==> config.mk <==
export PLATFORM = sky130hd
export DESIGN_NAME = glb_cfg_ctrl
export DESIGN_NICKNAME = d
export VERILOG_FILES = /design/src/design/glb_cfg_pkg.sv /design/src/design/glb_cfg_ctrl.sv
export VERILOG_INCLUDE_DIRS = /design/src /design/src/design
export SDC_FILE = /design/constraint.sdc
export NUM_CORES = 1
export LEC_CHECK = 0
export BUFFER_PORTS_ARGS = -buffer_cell sky130_fd_sc_hd__buf_4
export CAP_MARGIN = 15
export CORE_MARGIN = 5
export CORE_UTILIZATION = 50
export CTS_BUF_LIST = sky130_fd_sc_hd__clkbuf_4
export CTS_CLUSTER_DIAMETER = 60
export DETAILED_ROUTE_END_ITERATION = 7
export PLACE_DENSITY = 0.95
export SYNTH_ARGS = -nofsm -noshare
export SYNTH_HDL_FRONTEND = slang
export SYNTH_SLANG_ARGS = --single-unit
==> constraint.sdc <==
create_clock -name clk -period 6.05 [get_ports clk]
set_clock_uncertainty 0.1 [all_clocks]
set_input_delay 0.605 -clock clk [delete_from_list [all_inputs] [get_ports clk]]
set_output_delay 0.605 -clock clk [all_outputs]
set_load 0.005 [all_outputs]
==> src/design/glb_settings.svh <==
// global buffer build settings
`ifndef GLB_SETTINGS_SVH
`define GLB_SETTINGS_SVH

// number of tiles in the chain
`define GLB_NUM_TILES 4

// stream and memory word width
`define GLB_DATA_WIDTH 16

// words per bank, as log2
`define GLB_BANK_DEPTH_LOG2 8

// bits needed for a tile id
`define GLB_TILE_ID_WIDTH 2

`endif
==> src/design/glb_cfg_pkg.sv <==
// configuration address types
`include "glb_settings.svh"

package glb_cfg_pkg;

    // space bit values
    localparam logic CFG_SPACE_REG = 1'b0;
    localparam logic CFG_SPACE_MEM = 1'b1;

    // space bit, tile id, then shared index or offset bits
    localparam int CFG_ADDR_WIDTH = 1 + `GLB_TILE_ID_WIDTH + `GLB_BANK_DEPTH_LOG2;

    // register index names
    // IRQ_STATUS lives in the controller, reached with the all-ones tile id
    typedef enum logic [`GLB_BANK_DEPTH_LOG2-1:0] {
        START_ADDR,
        WORD_COUNT,
        ARM,
        IRQ_STATUS
    } glb_cfg_reg_e;

    typedef struct packed {
        logic                            space;
        logic [`GLB_TILE_ID_WIDTH-1:0]   tile_id;
        logic [`GLB_BANK_DEPTH_LOG2-1:0] index;
    } glb_cfg_addr_fields_t;

    typedef union packed {
        logic [CFG_ADDR_WIDTH-1:0] raw;
        glb_cfg_addr_fields_t      fields;
    } glb_cfg_addr_u;

endpackage

==> src/design/glb_cfg_ctrl.sv <==
// configuration controller
`timescale 1ns/1ps
`include "glb_settings.svh"

module glb_cfg_ctrl (
    input  logic                         clk,
    input  logic                         rst,
    // host request
    input  logic                         cfg_valid,
    output logic                         cfg_ready,
    input  logic                         cfg_write,
    input  glb_cfg_pkg::glb_cfg_addr_u   cfg_addr,
    input  logic [`GLB_DATA_WIDTH-1:0]   cfg_wdata,
    // host response
    output logic                         rsp_valid,
    input  logic                         rsp_ready,
    output logic [`GLB_DATA_WIDTH-1:0]   rsp_data,
    // request chain head
    output logic                         cfg_req_valid,
    output logic                         cfg_req_write,
    output glb_cfg_pkg::glb_cfg_addr_u   cfg_req_addr,
    output logic [`GLB_DATA_WIDTH-1:0]   cfg_req_data,
    // return chain tail
    input  logic                         cfg_rtn_valid,
    input  logic [`GLB_DATA_WIDTH-1:0]   cfg_rtn_data,
    // interrupt chain end
    input  logic [`GLB_NUM_TILES-1:0]    irq_pulse,
    output logic                         irq
);

    import glb_cfg_pkg::*;

    localparam logic [1:0] ST_IDLE     = 2'd0;
    localparam logic [1:0] ST_WAIT_RTN = 2'd1;
    localparam logic [1:0] ST_HOLD_RSP = 2'd2;

    logic [1:0]                state;
    logic [`GLB_NUM_TILES-1:0] irq_status;
    logic [`GLB_NUM_TILES-1:0] clear_mask;
    logic                      host_acc;
    logic                      status_hit;

    assign host_acc   = cfg_valid && cfg_ready;
    // register space, all-ones tile id, status index
    assign status_hit = (cfg_addr.fields.space == CFG_SPACE_REG) &&
                        (&cfg_addr.fields.tile_id) &&
                        (cfg_addr.fields.index == IRQ_STATUS);
    // write 1 to clear
    assign clear_mask = (host_acc && status_hit && cfg_write) ?
                        cfg_wdata[`GLB_NUM_TILES-1:0] : '0;

    // sequencer, one request in flight
    always_ff @(posedge clk) begin
        if (rst) begin
            state         <= ST_IDLE;
            cfg_ready     <= 1'b0;
            rsp_valid     <= 1'b0;
            cfg_req_valid <= 1'b0;
        end else begin
            // single cycle request pulse
            cfg_req_valid <= 1'b0;
            case (state)
                ST_IDLE: begin
                    cfg_ready <= !host_acc;
                    if (host_acc && status_hit) begin
                        rsp_valid <= 1'b1;
                        state     <= ST_HOLD_RSP;
                    end else if (host_acc) begin
                        cfg_req_valid <= 1'b1;
                        state         <= ST_WAIT_RTN;
                    end
                end
                ST_WAIT_RTN: begin
                    if (cfg_rtn_valid) begin
                        rsp_valid <= 1'b1;
                        state     <= ST_HOLD_RSP;
                    end
                end
                ST_HOLD_RSP: begin
                    if (rsp_ready) begin
                        rsp_valid <= 1'b0;
                        cfg_ready <= 1'b1;
                        state     <= ST_IDLE;
                    end
                end
                default: state <= ST_IDLE;
            endcase
        end
    end

    // request and response payload
    always_ff @(posedge clk) begin
        if (host_acc) begin
            cfg_req_write <= cfg_write;
            cfg_req_addr  <= cfg_addr;
            cfg_req_data  <= cfg_wdata;
            // status answered here, writes return zero
            rsp_data      <= cfg_write ? '0 : `GLB_DATA_WIDTH'(irq_status);
        end else if ((state == ST_WAIT_RTN) && cfg_rtn_valid) begin
            rsp_data <= cfg_rtn_data;
        end
    end

    // a new pulse beats a clear of the same bit
    always_ff @(posedge clk) begin
        if (rst) begin
            irq_status <= '0;
        end else begin
            irq_status <= (irq_status & ~clear_mask) | irq_pulse;
        end
    end

    assign irq = |irq_status;

endmodule

==> out/qor.tcl <==
set qor(synth_fp_nets) 174
set qor(detail_route.first_pass.iterations) 4
set qor(drcViolationCount) 0
set qor(maximum_number_of_pins_on_one_net_before_global_route_repair) 29
set qor(layout_worst_path_cycle_share_pct) 35.5
set qor(viasPerCell) 4.97
set qor(final.min_clock_period_ns) 2.15
set qor(post_cts_buffers) 0
set qor(reg2reg_setup_slack_ns) 3.90
set qor(area.growth.synth_to_final_pct) 45.8
set qor(initial_antenna_violation_count) 0
set qor(fin_util_pct) 76.2
set qor(crit_path_end_kind) {register}
set qor(post_synth_instance_area_sq_um) 1940
set qor(cp_cell_sequence) {nand2_1 -> inv_1}
set qor(top_family_by_delay_on_critical_path) {buffers and inverters}
set qor(buffer_levels_on_the_longest_clock_path) 2
set qor(grt_usage_pct) 17.4
set qor(slowest_stage) {sky130_fd_sc_hd__inv_1}
set qor(clockRootBuffer) {sky130_fd_sc_hd__clkbuf_4}
set qor(worstPathBufferInverterCount) 1
set qor(core_region_area_sq_um) 3720
set qor(gr-usage-met2_pct) 31.4
set qor(route.antenna.remaining_nets) 0
set qor(internal-power_uw) 566
set qor(final_nets) 280
set qor(hold_viol_final) 0
set qor(initial_core_util_pct) 52.3
set qor(hold_path.startpoint) {cfg_wdata[14]}
set qor(ir_drop_mv) 0.153
set qor(status) {complete, no violations}
set qor(placed_cell_area_sq_um) 2750
set qor(hold_path_end) {cfg_req_data[14]$_DFFE_PN_}
set qor(slew_violations) 0
set qor(postSynthRegisterBits) 53
set qor(total_number_of_yosys_warnings) 0
set qor(worst_setup_hold_path_clk_slew_ns) 0.14
set qor(fmax_ghz) 0.466
set qor(cp_data_required_time_ns) 5.95
set qor(cts_buffers) 5
set qor(timing.final.setup_violations) 0
set qor(setup.worst_path.start_class) {register}
set qor(async_flop_share_pct) 0
set qor(path_depth) 2
set qor(synth.distinct_cells) 26
set qor(cp_slowest_stage_delay_ns) 0.91
set qor(mostFrequentLayoutCell) {sky130_fd_sc_hd__buf_4}
set qor(logic_depth_of_the_worst_register_to_register_path) 2
set qor(core.rowCount) 22
set qor(die_height_um) 72.3
set qor(power-per-cell-area_nw_per_um2) 252
set qor(grt_first_pass_wirelength_um) 6750
set qor(post_synth.cell_area_avg_sq_um) 16.0
set qor(timing_worst_setup_path_type) {reg2reg}
set qor(switching_share_pct) 20.6
set qor(maxCapViolations) 0
set qor(grt_setup_unrepaired) {false}
set qor(final_layout_size_suffix_gt1_share_pct) 49.1
set qor(net-switching-power_uw) 147
set qor(power.share.clock_pct) 26.9
set qor(grt_overflow) 0
set qor(placedCellCount) 268
set qor(post_layout_nonfiller_instances) 276
set qor(post_cts_resize_count) 0
set qor(dp_slack_ns) 3.58
set qor(top_usage_layer) {met2}
set qor(report.power.total_uw) 713
set qor(worstPathArrival_ns) 2.04
set qor(grt.met1_usage_pct) 19.5
set qor(globalplace.congestion) 0.733
set qor(setup-tns-final_ns) 0
set qor(clock_tree_from_tritoncts) {done}
set qor(die_outline_area_sq_um) 5230
set qor(post_drt_wl_per_cell_um) 16.4
set qor(grt_pass1_vias) 1395
set qor(clkLatencyLatePin_ns) 0.36
set qor(place.detailed.hpwl_um) 3560
set qor(crit_fanout) 28
set qor(max_slew.worst_pin.slew_ns) 1.02
set qor(power.share.combinational_pct) 12.8
set qor(commonest_non_fill_non_tap_cells_in_the_layout) {sky130_fd_sc_hd__buf_4 (101), sky130_fd_sc_hd__edfxtp_1 (44), sky130_fd_sc_hd__and2_1 (12)}
set qor(boundaryPins) 101
set qor(startpoint_of_the_lowest_slack_register_to_register_path) {cfg_ready$_SDFFE_PP0P_}
set qor(tritoncts_num_sinks) 53
set qor(detailroute.via_count) 1371
set qor(seq_area_frac_synth_pct) 77.3
set qor(cts_max_level) 2
set qor(grt_util_met3_pct) 4.71
set qor(final.setup.worst_slack_ns) 3.90
set qor(port_buffers) 100
set qor(seqPwrFrac_pct) 60.3
set qor(dieWidth_um) 72.3
set qor(n_antenna_cell) 0
set qor(power.leakage_nw) 1.19
set qor(destination_of_the_worst_register_to_register_timing_path) {cfg_req_write$_DFFE_PN_}
set qor(drt-total-wl_um) 4520
set qor(syn-instance-count) 121
set qor(dominantRegCellSynth) {sky130_fd_sc_hd__edfxtp_1}
set qor(hold_path_stages) 1
set qor(stdcell_area_sq_um) 2830
set qor(number_of_flops_mapped_to_enable_cells_by_yosys) 44
set qor(hold_ws_ns) 0.310
set qor(drt_iter0_markers) 119
set qor(hold_path_class) {in2reg}
set qor(quantity_of_hold_fixing_buffers_added_after_cts) 0
set qor(slew_headroom_pct) 31.8
[cell families after synthesis]
| group | count (synthesis) | share of synthesized area (%) |
|---|---|---|
| DFF | 53 | 77.3 |
| and+or+nand+nor | 40 | 14.7 |
| AOI/OAI and AO/OA | 20 | 6.44 |
| buffers and inverters | 8 | 1.55 |
[sequential cells by signal (all words and copies together) (netlist names)]
| name | flops |
|---|---|
| irq_status | 4 |
| cfg_req_addr | 11 |
| rsp_valid | 1 |
| cfg_req_data | 16 |
| cfg_ready | 1 |
| state | 2 |
| cfg_req_write | 1 |
| rsp_data | 16 |
| cfg_req_valid | 1 |
[layer usage]
layer / vias up / part of all wire [%]
li1: 665 / -
met1: 642 / 36
met2: 60 / 56
met3: 4 / 6.6
met4: 0 / 1.2
met5: - / 0
[area by class of cell]
| class | instances | area (sq um) |
|---|---|---|
| sequential | 53 | 1500 |
| clock buffer | 6 | 45.0 |
| multi-input combinational | 60 | 410 |
| tap | 48 | 60.1 |
| clock inverter | 2 | 33.8 |
| timing repair buffer | 101 | 758 |
| inverter | 6 | 22.5 |
| fill | 232 | 885 |
[Yosys cell counts (2+ instances only)]
cell	n	area, sq um
sky130_fd_sc_hd__a21oi_1	2	10.0
sky130_fd_sc_hd__o21bai_1	4	30.0
sky130_fd_sc_hd__nand2b_1	7	43.8
sky130_fd_sc_hd__nand4bb_1	2	22.5
sky130_fd_sc_hd__clkbuf_1	2	7.51
sky130_fd_sc_hd__nand2_1	7	26.3
sky130_fd_sc_hd__and2_1	12	75.1
sky130_fd_sc_hd__dfxtp_1	9	180
sky130_fd_sc_hd__inv_1	6	22.5
sky130_fd_sc_hd__o22ai_1	2	12.5
sky130_fd_sc_hd__o21ai_0	5	25.0
sky130_fd_sc_hd__nor3_1	2	10.0
sky130_fd_sc_hd__or4_1	2	15.0
sky130_fd_sc_hd__a31oi_1	4	25.0
sky130_fd_sc_hd__edfxtp_1	44	1320
[how the worst max path moves through the flow]
stage                                 startpoint                         end  slack (ns)
after floorplan                    cfg_rtn_valid       rsp_data[0]$_DFFE_PP_        3.69
after global placement                 cfg_valid   cfg_req_data[8]$_DFFE_PN_        3.65
after detailed placement               cfg_valid  cfg_req_data[11]$_DFFE_PN_        3.58
after CTS                 cfg_ready$_SDFFE_PP0P_     cfg_req_write$_DFFE_PN_        3.88
after global routing      cfg_ready$_SDFFE_PP0P_     cfg_req_write$_DFFE_PN_        3.71
final                     cfg_ready$_SDFFE_PP0P_     cfg_req_write$_DFFE_PN_        3.90
[power groups by stage]
stage | clock (mW) | combinational [mW] | sequential, mW
after floorplan | 0 | 0.0256 | 0.440
after global placement | 0 | 0.0888 | 0.437
after detailed placement | 0 | 0.0922 | 0.438
after CTS | 0.197 | 0.0924 | 0.430
after global routing | 0.208 | 0.0992 | 0.433
final | 0.192 | 0.0912 | 0.430
Note: power is estimated with default switching activity, not from simulation.
